[config.mk]
export PLATFORM = sky130hd
export DESIGN_NAME = instruction_scheduler
export DESIGN_NICKNAME = d
export VERILOG_FILES = /design/src/issue_pkg.sv /design/src/fu_queue.sv /design/src/uop_expand.sv /design/src/issue_class.sv /design/src/instruction_scheduler.sv
export SDC_FILE = /design/constraint.sdc
export NUM_CORES = 1
export LEC_CHECK = 0
export BUFFER_PORTS_ARGS = -buffer_cell sky130_fd_sc_hd__clkbuf_2
export CORE_UTILIZATION = 40
export CTS_BUF_LIST = sky130_fd_sc_hd__clkbuf_16
export CTS_CLUSTER_SIZE = 40
export DETAILED_ROUTE_END_ITERATION = 10
export REMOVE_ABC_BUFFERS = 1
export SYNTH_ARGS = -nofsm -noshare
export SYNTH_HDL_FRONTEND = slang
export SYNTH_HIERARCHICAL = 1
export SYNTH_SLANG_ARGS = --single-unit
[constraint.sdc]
create_clock -name clk -period 6.9 [get_ports clk]
set_clock_uncertainty 0.1 [all_clocks]
set_input_delay 0.345 -clock clk [delete_from_list [all_inputs] [get_ports clk]]
set_output_delay 0.345 -clock clk [all_outputs]
set_load 0.1 [all_outputs]
[src/issue_pkg.sv]
package issue_pkg;

    // field widths shared by the ROB payload and the uop format
    localparam int TAG_W     = 5;
    localparam int REG_W     = 5;
    localparam int FUNCT_W   = 6;
    localparam int OFFSET_W  = 11;
    localparam int IMM_W     = 16;
    localparam int PAYLOAD_W = 24;

    // functional unit classes with one ROB issue port each
    typedef enum logic [1:0] {
        CLASS_LSU = 2'd0,
        CLASS_BRU = 2'd1,
        CLASS_ALU = 2'd2,
        CLASS_FPU = 2'd3
    } unit_class_e;

    // ROB entry index carried through to the unit untouched
    typedef logic [TAG_W-1:0] rob_tag_t;

    // architectural register index
    typedef logic [REG_W-1:0] reg_idx_t;

    // memory view of the payload word
    typedef struct packed {
        // 1 = store, 0 = load
        logic                        is_store;
        // access size, log2 of bytes
        logic [1:0]                  size;
        // load destination or store source
        reg_idx_t                    data_reg;
        // address base register
        reg_idx_t                    base_reg;
        // byte offset from base
        logic signed [OFFSET_W-1:0]  offset;
    } mem_op_t;

    // arithmetic view of the payload word
    typedef struct packed {
        // operation select, decoded by the unit
        logic [FUNCT_W-1:0] funct;
        reg_idx_t           dst;
        reg_idx_t           src1;
        reg_idx_t           src2;
        // spare bits, ignored
        logic [2:0]         rsvd;
    } arith_op_t;

    // same 24 bits read as mem op on the lsu port
    // and as arith op everywhere else
    typedef union packed {
        mem_op_t   mem;
        arith_op_t arith;
    } op_payload_u;

    // one instruction offered by the ROB
    typedef struct packed {
        logic        valid;
        rob_tag_t    tag;
        op_payload_u payload;
    } rob_issue;

    // expanded micro-op as seen by a functional unit
    typedef struct packed {
        rob_tag_t           tag;
        // memory access flag and its qualifiers
        logic               is_mem;
        logic               is_store;
        logic [1:0]         size;
        // operation and operand registers
        logic [FUNCT_W-1:0] funct;
        reg_idx_t           dst;
        reg_idx_t           src1;
        reg_idx_t           src2;
        // sign-extended immediate for lsu only
        logic [IMM_W-1:0]   imm;
    } uop_insn;

endpackage

[src/fu_queue.sv]
`timescale 1ns/1ps

module fu_queue import issue_pkg::*; #(
    parameter int Q_DEPTH = 4
) (
    input  logic     clk,
    input  logic     reset,
    input  logic     flush,
    // push side from the steering logic
    input  logic     enq_valid,
    input  rob_issue enq_data,
    // pop side towards the unit
    input  logic     deq_ready,
    output logic     deq_valid,
    output rob_issue deq_data,
    output logic     full
);

    // pointer width is at least one bit even for a single entry
    localparam int PTR_W = (Q_DEPTH > 1) ? $clog2(Q_DEPTH) : 1;
    // count has to reach Q_DEPTH itself
    localparam int CNT_W = $clog2(Q_DEPTH + 1);

    rob_issue         mem [Q_DEPTH];
    logic [PTR_W-1:0] head;
    logic [PTR_W-1:0] tail;
    logic [CNT_W-1:0] count;
    logic             empty;
    logic             push;
    logic             pop;

    assign full  = (count == CNT_W'(Q_DEPTH));
    assign empty = (count == '0);

    // full/empty guard both ends
    assign push = enq_valid && !full;
    assign pop  = deq_ready && !empty;

    // head is visible as soon as it is written
    assign deq_valid = !empty;
    assign deq_data  = mem[head];

    // entry storage
    always_ff @(posedge clk) begin
        if (push) begin
            mem[tail] <= enq_data;
        end
    end

    // flush wins over a same-cycle push
    always_ff @(posedge clk) begin
        if (reset || flush) begin
            head  <= '0;
            tail  <= '0;
            count <= '0;
        end else begin
            if (push) begin
                tail <= (tail == PTR_W'(Q_DEPTH - 1)) ? '0 : tail + 1'b1;
            end
            if (pop) begin
                head <= (head == PTR_W'(Q_DEPTH - 1)) ? '0 : head + 1'b1;
            end
            // push and pop together leave count alone
            case ({push, pop})
                2'b10:   count <= count + 1'b1;
                2'b01:   count <= count - 1'b1;
                default: count <= count;
            endcase
        end
    end

endmodule

[src/uop_expand.sv]
`timescale 1ns/1ps

module uop_expand import issue_pkg::*; #(
    parameter unit_class_e UNIT_CLASS = CLASS_ALU
) (
    input  rob_issue entry,
    output uop_insn  uop
);

    mem_op_t   m;
    arith_op_t a;

    // two readings of the same payload word
    assign m = entry.payload.mem;
    assign a = entry.payload.arith;

    always_comb begin
        // tag passes straight through
        uop     = '0;
        uop.tag = entry.tag;

        if (UNIT_CLASS == CLASS_LSU) begin
            uop.is_mem   = 1'b1;
            uop.is_store = m.is_store;
            uop.size     = m.size;
            uop.funct    = '0;
            // address always from base
            uop.src1     = m.base_reg;
            if (m.is_store) begin
                // store reads the data register
                uop.dst  = '0;
                uop.src2 = m.data_reg;
            end else begin
                // load writes the data register
                uop.dst  = m.data_reg;
                uop.src2 = '0;
            end
            // sign-extend offset to imm width
            uop.imm = {{(IMM_W - OFFSET_W){m.offset[OFFSET_W-1]}}, m.offset};
        end else begin
            // plain register op for bru, alu and fpu
            uop.is_mem   = 1'b0;
            uop.is_store = 1'b0;
            uop.size     = '0;
            uop.funct    = a.funct;
            uop.dst      = a.dst;
            uop.src1     = a.src1;
            uop.src2     = a.src2;
            // no immediate here
            uop.imm      = '0;
        end
    end

endmodule

[src/issue_class.sv]
`timescale 1ns/1ps

module issue_class import issue_pkg::*; #(
    parameter int          Q_DEPTH    = 4,
    parameter int          NUM_UNITS  = 2,
    parameter unit_class_e UNIT_CLASS = CLASS_ALU
) (
    input  logic                          clk,
    input  logic                          reset,
    input  logic                          flush,
    // ROB side
    input  rob_issue                      insn,
    output logic                          ready,
    // unit side with one lane per functional unit
    input  logic [NUM_UNITS-1:0]          unit_ready,
    output uop_insn [NUM_UNITS-1:0]       unit_uop,
    output logic [NUM_UNITS-1:0]          unit_valid
);

    // per-queue status
    logic [NUM_UNITS-1:0]     q_full;
    // one-hot target of the next push
    logic [NUM_UNITS-1:0]     enq_sel;
    logic [NUM_UNITS-1:0]     enq_valid;
    // queue heads before expansion
    rob_issue [NUM_UNITS-1:0] head_entry;

    // lowest non-full queue wins
    always_comb begin
        logic found;
        found   = 1'b0;
        enq_sel = '0;
        for (int i = 0; i < NUM_UNITS; i++) begin
            if (!q_full[i] && !found) begin
                enq_sel[i] = 1'b1;
                found      = 1'b1;
            end
        end
    end

    // room somewhere in the class
    assign ready = |(~q_full);

    // push only into the picked queue
    // flush inside the queue drops a same-cycle offer
    assign enq_valid = enq_sel & {NUM_UNITS{insn.valid}};

    for (genvar i = 0; i < NUM_UNITS; i++) begin : g_unit
        // one FIFO per unit
        fu_queue #(
            .Q_DEPTH (Q_DEPTH)
        ) i_queue (
            .clk       (clk),
            .reset     (reset),
            .flush     (flush),
            .enq_valid (enq_valid[i]),
            .enq_data  (insn),
            .deq_ready (unit_ready[i]),
            .deq_valid (unit_valid[i]),
            .deq_data  (head_entry[i]),
            .full      (q_full[i])
        );

        // head to uop format for this class
        uop_expand #(
            .UNIT_CLASS (UNIT_CLASS)
        ) i_expand (
            .entry (head_entry[i]),
            .uop   (unit_uop[i])
        );
    end

endmodule

[src/instruction_scheduler.sv]
`timescale 1ns/1ps

module instruction_scheduler import issue_pkg::*; #(
    // entries per unit queue
    parameter int Q_DEPTH   = 4,
    // functional units per class
    parameter int NUM_UNITS = 2
) (
    input  logic                    clk,
    input  logic                    reset,
    input  logic                    flush,
    // one offered instruction per class from the ROB
    input  rob_issue                lsu_insn,
    input  rob_issue                bru_insn,
    input  rob_issue                alu_insn,
    input  rob_issue                fpu_insn,
    // back-pressure from the units
    input  logic [NUM_UNITS-1:0]    lsu_unit_ready,
    input  logic [NUM_UNITS-1:0]    bru_unit_ready,
    input  logic [NUM_UNITS-1:0]    alu_unit_ready,
    input  logic [NUM_UNITS-1:0]    fpu_unit_ready,
    // class can take an instruction
    output logic                    lsu_ready,
    output logic                    bru_ready,
    output logic                    alu_ready,
    output logic                    fpu_ready,
    // expanded queue heads
    output uop_insn [NUM_UNITS-1:0] lsu_uop,
    output uop_insn [NUM_UNITS-1:0] bru_uop,
    output uop_insn [NUM_UNITS-1:0] alu_uop,
    output uop_insn [NUM_UNITS-1:0] fpu_uop,
    output logic [NUM_UNITS-1:0]    lsu_uop_valid,
    output logic [NUM_UNITS-1:0]    bru_uop_valid,
    output logic [NUM_UNITS-1:0]    alu_uop_valid,
    output logic [NUM_UNITS-1:0]    fpu_uop_valid
);

    // load/store with the payload read as mem op
    issue_class #(
        .Q_DEPTH (Q_DEPTH), .NUM_UNITS (NUM_UNITS), .UNIT_CLASS (CLASS_LSU)
    ) i_lsu (
        .clk (clk), .reset (reset), .flush (flush),
        .insn (lsu_insn), .ready (lsu_ready),
        .unit_ready (lsu_unit_ready), .unit_uop (lsu_uop), .unit_valid (lsu_uop_valid)
    );

    // branch
    issue_class #(
        .Q_DEPTH (Q_DEPTH), .NUM_UNITS (NUM_UNITS), .UNIT_CLASS (CLASS_BRU)
    ) i_bru (
        .clk (clk), .reset (reset), .flush (flush),
        .insn (bru_insn), .ready (bru_ready),
        .unit_ready (bru_unit_ready), .unit_uop (bru_uop), .unit_valid (bru_uop_valid)
    );

    // integer
    issue_class #(
        .Q_DEPTH (Q_DEPTH), .NUM_UNITS (NUM_UNITS), .UNIT_CLASS (CLASS_ALU)
    ) i_alu (
        .clk (clk), .reset (reset), .flush (flush),
        .insn (alu_insn), .ready (alu_ready),
        .unit_ready (alu_unit_ready), .unit_uop (alu_uop), .unit_valid (alu_uop_valid)
    );

    // floating point
    issue_class #(
        .Q_DEPTH (Q_DEPTH), .NUM_UNITS (NUM_UNITS), .UNIT_CLASS (CLASS_FPU)
    ) i_fpu (
        .clk (clk), .reset (reset), .flush (flush),
        .insn (fpu_insn), .ready (fpu_ready),
        .unit_ready (fpu_unit_ready), .unit_uop (fpu_uop), .unit_valid (fpu_uop_valid)
    );

endmodule

== After elaboration in Yosys (flattened, before gate mapping) ==
Memory sizes are Yosys's and may differ from the RTL's. A register that Yosys moved wholly into a read port is not among the register bits.
Cells that the tools add are included.

* Reductions and logical operators: 57
* $add $sub $neg: 32
* Multiplexer cells: 68
* Bitwise operators: 8
* Equality and inequality tests: 40

{| class="wikitable"
|+ Operators with widths
! kind !! number
|-
| $mux W2 || 32
|-
| $eq A2 B2 Y1 const B || 24
|-
| $pmux W3 S2 || 8
|-
| $add A2 B1 Y2 const B || 16
|-
| $add A3 B1 Y3 const B || 8
|-
| $eq A3 B3 Y1 const B || 8
|-
| $logic_not A3 Y1 || 8
|-
| $mux W1 || 24
|-
| $sub A3 B1 Y3 const B || 8
|-
| $logic_and A1 B1 Y1 || 20
|-
| $mux W5 || 4
|-
| $eq A2 B1 Y1 const B || 8
|-
| $logic_not A1 Y1 || 16
|-
| $reduce_bool A2 Y1 || 8
|-
| $and A2 B2 Y2 || 4
|-
| $not A2 Y2 || 4
|-
| $reduce_or A2 Y1 || 4
|-
| $logic_or A1 B1 Y1 || 1
|}

* Bits of input ports: 131
* Output and inout bits: 380
* Memories: 8
* Flip-flop bits (word level): 56
* Logic and storage cells: 237
* Bits in writable memories: 960

{| class="wikitable"
|+ Memories
! memory !! words !! bits a word !! rd ports !! clocked after memory_dff !! wr ports !! RTL line !! text
|-
| i_alu.g_unit[0].i_queue.mem || 4 || 30 || 1 || 1 || 1 || fu_queue.sv:24 || <nowiki>rob_issue mem [Q_DEPTH];</nowiki>
|-
| i_alu.g_unit[1].i_queue.mem || 4 || 30 || 1 || 1 || 1 || fu_queue.sv:24 ||
|-
| i_bru.g_unit[0].i_queue.mem || 4 || 30 || 1 || 1 || 1 || fu_queue.sv:24 ||
|-
| i_bru.g_unit[1].i_queue.mem || 4 || 30 || 1 || 1 || 1 || fu_queue.sv:24 ||
|-
| i_fpu.g_unit[0].i_queue.mem || 4 || 30 || 1 || 1 || 1 || fu_queue.sv:24 ||
|-
| i_fpu.g_unit[1].i_queue.mem || 4 || 30 || 1 || 1 || 1 || fu_queue.sv:24 ||
|-
| 2 more memories || n/a || n/a || n/a || n/a || n/a || n/a ||
|}

== Longest topological paths before layout ==
Gate-level depths: netlist (run 1).

* Depth in word-level cells: 8
* Depth in mapped cells: 12
* Mapped depth without buffers: 11

== Cells and area by module ==
Netlist (run 1), hierarchy kept.

{| class="wikitable"
|+ By module, submodules not included
! module !! cells each !! area an instance (sq um) !! instances !! seq. area each (sq um)
|-
| fu_queue || 212 || 4813.4 || 8 || 3783.6
|-
| uop_expand at i_alu.g_unit[0].i_expand ... || 47 || 349.1 || 6 || 0.0
|-
| uop_expand at i_lsu.g_unit[0].i_expand ... || 48 || 340.3 || 2 || 0.0
|-
| issue_class || 3 || 18.8 || 4 || 0.0
|}

== Worst setup path after synthesis (run 1) ==
OpenSTA, ideal clock, no wires.

* Path kind: register to output
* From: reg (tool-made name)
* To: out lsu_uop[26] (netlist name)
* Buffers on the path: 1
* Path slack: 3871 ps
* Data arrival time: 2584 ps
* Data required time: 6455 ps
* Stages on the path, launching flop included: 4
* Path through: dfxtp_1 buf_2 mux4_2 nor2b_1

{| class="wikitable"
|+ RTL lines
! element !! RTL line !! text
|-
| end: declaration || instruction_scheduler.sv:28 || <nowiki>output uop_insn [NUM_UNITS-1:0] lsu_uop,</nowiki>
|}

==> flow_summary.json, run 1 <==
{
  "stdcell_count": 3575,
  "first_pass_iters": 4,
  "max-slew-margin-rel_pct": 26.17,
  "cts_buffers": 96,
  "vias": 17473,
  "switching_share_pct": 24.57,
  "power_switching_w": 0.003022,
  "fmax_mhz": 290.2,
  "ir_drop_uv": 215.4,
  "power_frac_seq_pct": 50.8,
  "grt_pass1_vias": 18361,
  "layout_commonest_cell": "edfxtp_1",
  "gr-total-overflow": 0,
  "cts_tree": "yes",
  "post-place-cells": 3296,
  "post-cts-setup-buffers": 0,
  "nets": 2438,
  "yosys_warnings": 6,
  "gp_congestion": 0.7150,
  "cts-root-buf": "clkbuf_16",
  "power_frac_comb_pct": 9.3,
  "drive_gt1_share_pct": 34.94,
  "setup_viol": 0,
  "port_buffers": 367,
  "place_hpwl_mm": 44.69,
  "core_area_sq_mm": 0.09333,
  "grt_setup_unrepaired": "no",
  "die_w_um": 308.8,
  "final_cell_mix": "edfxtp_1, clkbuf_2, mux4_2",
  "finalCritPeriodShare_pct": 49.94,
  "dieHeight_um": 308.8,
  "path_cells": "buf_4 > mux4_2 > nor2b_1 > clkbuf_2",
  "path_class": "reg -> out",
  "routed_via_density": 4.888,
  "endpoint_kind": "primary output",
  "die-area_sq_mm": 0.09535,
  "drtIter0Drc": 1254,
  "drv_cap": 0,
  "cts.repair.resized": 0,
  "synthCells": 1956,
  "detail_route.wirelength_mm": 74.94,
  "post-route-drc-count": 0,
  "area_delta_synth_final_pct": 13.67,
  "critPathSlowestCell": "mux4_2",
  "critPathTopFamily": "buffers and inverters",
  "num_rows": 112,
  "numClockSinks": 928,
  "grt_usage_pct": 15.55,
  "power.internal_w": 0.009277,
  "power_density_mw_per_mm2": 287.4,
  "path_clk_slew_ns": 0.06,
  "tns_ns": 0,
  "cts.path.max_buffers": 3,
  "cp-start-kind": "flip-flop",
  "finalCriticalPeriod_ns": 3.446,
  "clock_latency_ns": 0.64,
  "hold_ws_ns": 0.06898,
  "clockPowerShare_pct": 39.9,
  "grt_max_degree": 30,
  "cpPeakStageDelay_ns": 0.69,
  "crit_fanout": 21,
  "synth_area_sq_mm": 0.03765,
  "worst_pin_slew_ns": 1.107,
  "wl_per_cell_um": 20.96,
  "hold_viol_final": 0,
  "grt_pass1_wl_mm": 110.5,
  "arrival_ns": 3.00,
  "status": "complete, no violations",
  "antenna_cells": 0,
  "p_leak_nw": 14.68,
  "antenna_found_initial": 3,
  "final_max_slew_viol_count": 0,
  "initial_core_util_pct": 40.34,
  "required_ns": 6.45,
  "pin_count": 511,
  "synth.avg_cell_area_sq_um": 19.25,
  "hold_path_class": "in -> reg",
  "drtAntennaViolNets": 0,
  "cts_max_level": 3,
  "path_buf_inv": 2
}
final cells by class:
| class | count | area, sq um |
|---|---|---|
| clock buffers | 97 | 2427 |
| clock inverters | 71 | 559.3 |
| fillers | 7948 | 50530 |
| inverters | 64 | 240.2 |
| multi-input cells | 676 | 7835 |
| flip-flops and latches | 928 | 27160 |
| well taps | 1254 | 1569 |
| repair buffers | 485 | 3000 |
worst reg2reg max path, cell delays in order, from the launching register on:
cell and delay, ns:
dfxtp_1 0.39, or3b_1 0.49, inv_1 0.11, and3b_1 0.25, and2_4 0.18, inv_1 0.05
ha_1 0.19, inv_1 0.06, fa_1 0.38, xor2_1 0.16, or3_2 0.41, a21oi_1 0.15
power by group through the flow:
| stage | Sequential (W) | Clock (W) | Combinational [W] |
|---|---|---|---|
| after floorplan | 0.00636 | 0 | 0.000893 |
| after global placement | 0.00636 | 0 | 0.00108 |
| after detailed placement | 0.00636 | 0 | 0.00110 |
| after CTS | 0.00625 | 0.00504 | 0.00115 |
| after global routing | 0.00625 | 0.00525 | 0.00119 |
| final | 0.00625 | 0.00491 | 0.00115 |
routing by layer:
| layer | vias to the layer above | part of all wire [%] | GRT usage [%] |
|---|---|---|---|
| met2 | 499 | 53 | 28.02 |
| li1 | 7698 | - | - |
| met4 | 6 | 2.2 | 4.420 |
| met3 | 107 | 5.1 | 3.364 |
| met1 | 9163 | 40 | 18.62 |
| met5 | - | 0.063 | 0 |
state kept, by name, indices dropped and copies added (netlist names), 6 cells and up, named ones only:
| signal | count |
|---|---|
| i_bru/g_unit.i_queue/mem | 208 |
| i_fpu/g_unit.i_queue/mem | 208 |
| i_alu/g_unit.i_queue/count | 6 |
| i_alu/g_unit.i_queue/mem | 208 |
| i_lsu/g_unit.i_queue/count | 6 |
| i_bru/g_unit.i_queue/count | 6 |
| i_lsu/g_unit.i_queue/mem | 232 |
| i_fpu/g_unit.i_queue/count | 6 |
final timing paths:
path	depth (start not counted)	from	end	slack, ns
max	4	flip-flop	lsu_uop[30]	3.45
max reg2reg	11	i_fpu/g_unit[1].i_queue/count[2]$_SDFFE_PP0P_	i_fpu/g_unit[1].i_queue/count[2]$_SDFFE_PP0P_	3.90
min	4	alu_unit_ready[0]	flip-flop	0.07
min reg2reg	2	i_fpu/g_unit[1].i_queue/head[0]$_SDFFE_PP0P_	flip-flop	0.39
stage by stage:
step	utilization [%]	instance area [sq um]	setup slack, ns	total power (W)
2_1_floorplan	-	35220	2.596	0.007255
3_3_place_gp	41.46	38700	4.038	0.007441
3_5_place_dp	41.46	38700	3.936	0.007463
4_1_cts	45.85	42790	3.286	0.01244
5_1_grt	45.85	42790	3.180	0.01269
6_report	45.85	42790	3.454	0.01230
repair_timing:
item,in CTS,in global routing
endpoints found under the setup margin,0,0
hold buffers,111,0
endpoints found under the hold margin,872,0
No activity file was read; power rests on OpenSTA's default activity.
==> run 2, diff against run 1 <==
==> constraint.sdc (replaced) <==
create_clock -name clk -period 3.6 [get_ports clk]
set_clock_uncertainty 0.1 [all_clocks]
set_input_delay 0.18 -clock clk [delete_from_list [all_inputs] [get_ports clk]]
set_output_delay 0.18 -clock clk [all_outputs]
set_load 0.1 [all_outputs]
==> run 2 against run 1 <==
Net effect: clock-buffer cell count increased by 3; non-clock buffer count increased by 30; routed wire length increased by 0.63%; combinational power increased by 93%; register-to-register slack got worse by 3.3 ns; sequential power increased by 92%; cell area increased by 1.1%; largest power group unchanged.
==> flow_summary.json, run 2 (synthesized netlist as in run 1, its figures left out) <==
{
  "post-place-cells": 3318,
  "hold_viol_final": 0,
  "post-route-drc-count": 0,
  "num_rows": 112,
  "post-cts-setup-buffers": 0,
  "drv_cap": 0,
  "clock_latency_ns": 0.66,
  "area_delta_synth_final_pct": 14.87,
  "p_leak_nw": 14.93,
  "antenna_found_initial": 0,
  "max-slew-margin-rel_pct": 38.07,
  "crit_fanout": 8,
  "finalPower_w": 0.02396,
  "wl_per_cell_um": 20.84,
  "critPathSlowestCell": "or3b_1",
  "largest_reg_flops": 232,
  "die-area_sq_mm": 0.09535,
  "path_common_cell": "inv_1",
  "cpPeakStageDelay_ns": 0.49,
  "path_cells": "or3b_1 > inv_1 > and3b_1 > and2_4 > inv_1 > ha_1 > inv_1 > fa_1 > xor2_1 > or3_2 > a21oi_1",
  "cts-root-buf": "clkbuf_16",
  "routed_via_density": 4.837,
  "vias": 17502,
  "status": "complete, no violations",
  "path_clk_slew_ns": 0.06,
  "place_hpwl_mm": 46.71,
  "drive_gt1_share_pct": 35.55,
  "r2r_slack_ns": 0.60,
  "final_cell_mix": "edfxtp_1, clkbuf_2, mux4_2",
  "first_pass_iters": 6,
  "ir_drop_uv": 452.0,
  "arrival_ns": 3.49,
  "port_buffers": 367,
  "top_register": "i_lsu/g_unit.i_queue/mem",
  "cts.path.max_buffers": 3,
  "fmax_mhz": 333.8,
  "grt_pass1_vias": 18455,
  "worst_pin_slew_ns": 0.9290,
  "cts_buffers": 97,
  "pin_count": 511,
  "setup_viol": 0,
  "nets": 2469,
  "finalCriticalPeriod_ns": 2.996,
  "drtAntennaViolNets": 0,
  "initial_core_util_pct": 40.34,
  "grt_pass1_wl_mm": 111.7,
  "numClockSinks": 928,
  "drtIter0Drc": 1149,
  "required_ns": 4.10,
  "layout_commonest_cell": "edfxtp_1",
  "cts_max_level": 3,
  "grt_usage_pct": 15.69,
  "gr-total-overflow": 0,
  "final_max_slew_viol_count": 0,
  "die_w_um": 308.8,
  "grt_max_degree": 30,
  "endpoint_kind": "flip-flop",
  "stdcell_count": 3618,
  "gp_congestion": 0.7211,
  "grt_setup_unrepaired": "no",
  "dieHeight_um": 308.8,
  "hold_path_class": "in -> reg",
  "cts_tree": "yes",
  "detail_route.wirelength_mm": 75.41,
  "path_class": "reg -> reg",
  "finalCritPeriodShare_pct": 83.22,
  "cp-start-kind": "flip-flop",
  "core_area_sq_mm": 0.09333,
  "power_density_mw_per_mm2": 554.0,
  "cts.repair.resized": 0
}
-- run 2: cell count changes in the layout (fill, tap and decap cells not counted), sizes merged --
cell / previous run / this run
clkinvlp: 4 / 3
buf: 7 / 29
dlygate4sd3: 111 / 119
bufinv: 9 / 10
inv: 81 / 84
clkinv: 41 / 47
diode: 0 / 1
clkbuf: 464 / 467
-- run 2: path summary, 6_finish.rpt --
check | from | endpoint | cells past startpoint
worst max-delay path | i_lsu/g_unit[1].i_queue/count[2]$_SDFFE_PP0P_ | i_lsu/g_unit[1].i_queue/count[2]$_SDFFE_PP0P_ | 11
worst min-delay path | reset | i_bru/g_unit[1].i_queue/count[2]$_SDFFE_PP0P_ | 3
worst max register to register | i_lsu/g_unit[1].i_queue/count[2]$_SDFFE_PP0P_ | i_lsu/g_unit[1].i_queue/count[2]$_SDFFE_PP0P_ | 11
worst min register to register | i_alu/g_unit[1].i_queue/head[0]$_SDFFE_PP0N_ | flip-flop | 2
-- run 2: power by group --
part           internal [W]  switching (W)  total (W)
sequential           0.0119      0.0000458     0.0120
combinational      0.000364        0.00185    0.00222
clock               0.00574        0.00403    0.00977
-- run 2: metal layers --
| layer | wire length, um | up-vias | GRT usage (%) |
|---|---|---|---|
| met3 | 3856 | 93 | 3.220 |
| met2 | 39620 | 462 | 27.89 |
| met1 | 30300 | 9174 | 18.96 |
| met5 | 0 | - | 0 |
| li1 | - | 7773 | - |
| met4 | 1634 | 0 | 5.241 |
-- run 2: what timing repair did --
action,CTS,global route
hold buffers,119,0
endpoints found under the hold margin,904,0
setup endpoints to repair,0,0
-- run 2: area by class of cell --
| class | instances | area (sq um) |
|---|---|---|
| repair buffers | 515 | 3296 |
| multi-input cells | 676 | 7835 |
| inverters | 64 | 240.2 |
| diodes | 1 | 2.502 |
| clock buffers | 100 | 2502 |
| well taps | 1254 | 1569 |
| flip-flops and latches | 928 | 27160 |
| clock inverters | 80 | 644.4 |
| fillers | 7926 | 50080 |
-- run 2: worst max-delay path, delay by kind of cell (launching register included) --
kind,cells,cell delay (ns)
and+or+nand+nor,4,1.32
adders and majority gates,2,0.59
DFF,1,0.38
buffers and inverters,3,0.22
xor gates and xnor gates,1,0.17
AOI/OAI and AO/OA,1,0.14
-- run 2: per-stage QoR --
| stage | instance area [sq um] | utilization, % | TNS [ns] | hold WS, ns | worst slack (ns) |
|---|---|---|---|---|---|
| 3_5_place_dp | 38910 | 41.69 | 0 | 0.3567 | 0.6409 |
| 2_1_floorplan | 35220 | - | -10.71 | 0.1789 | -0.5390 |
| 5_1_grt | 43250 | 46.34 | 0 | 0.2161 | 0.4666 |
| 4_1_cts | 43250 | 46.34 | 0 | 0.1752 | 0.4908 |
| 6_report | 43250 | 46.34 | 0 | 0.2081 | 0.6039 |
| 3_3_place_gp | 38910 | 41.69 | 0 | 0.3466 | 0.7366 |
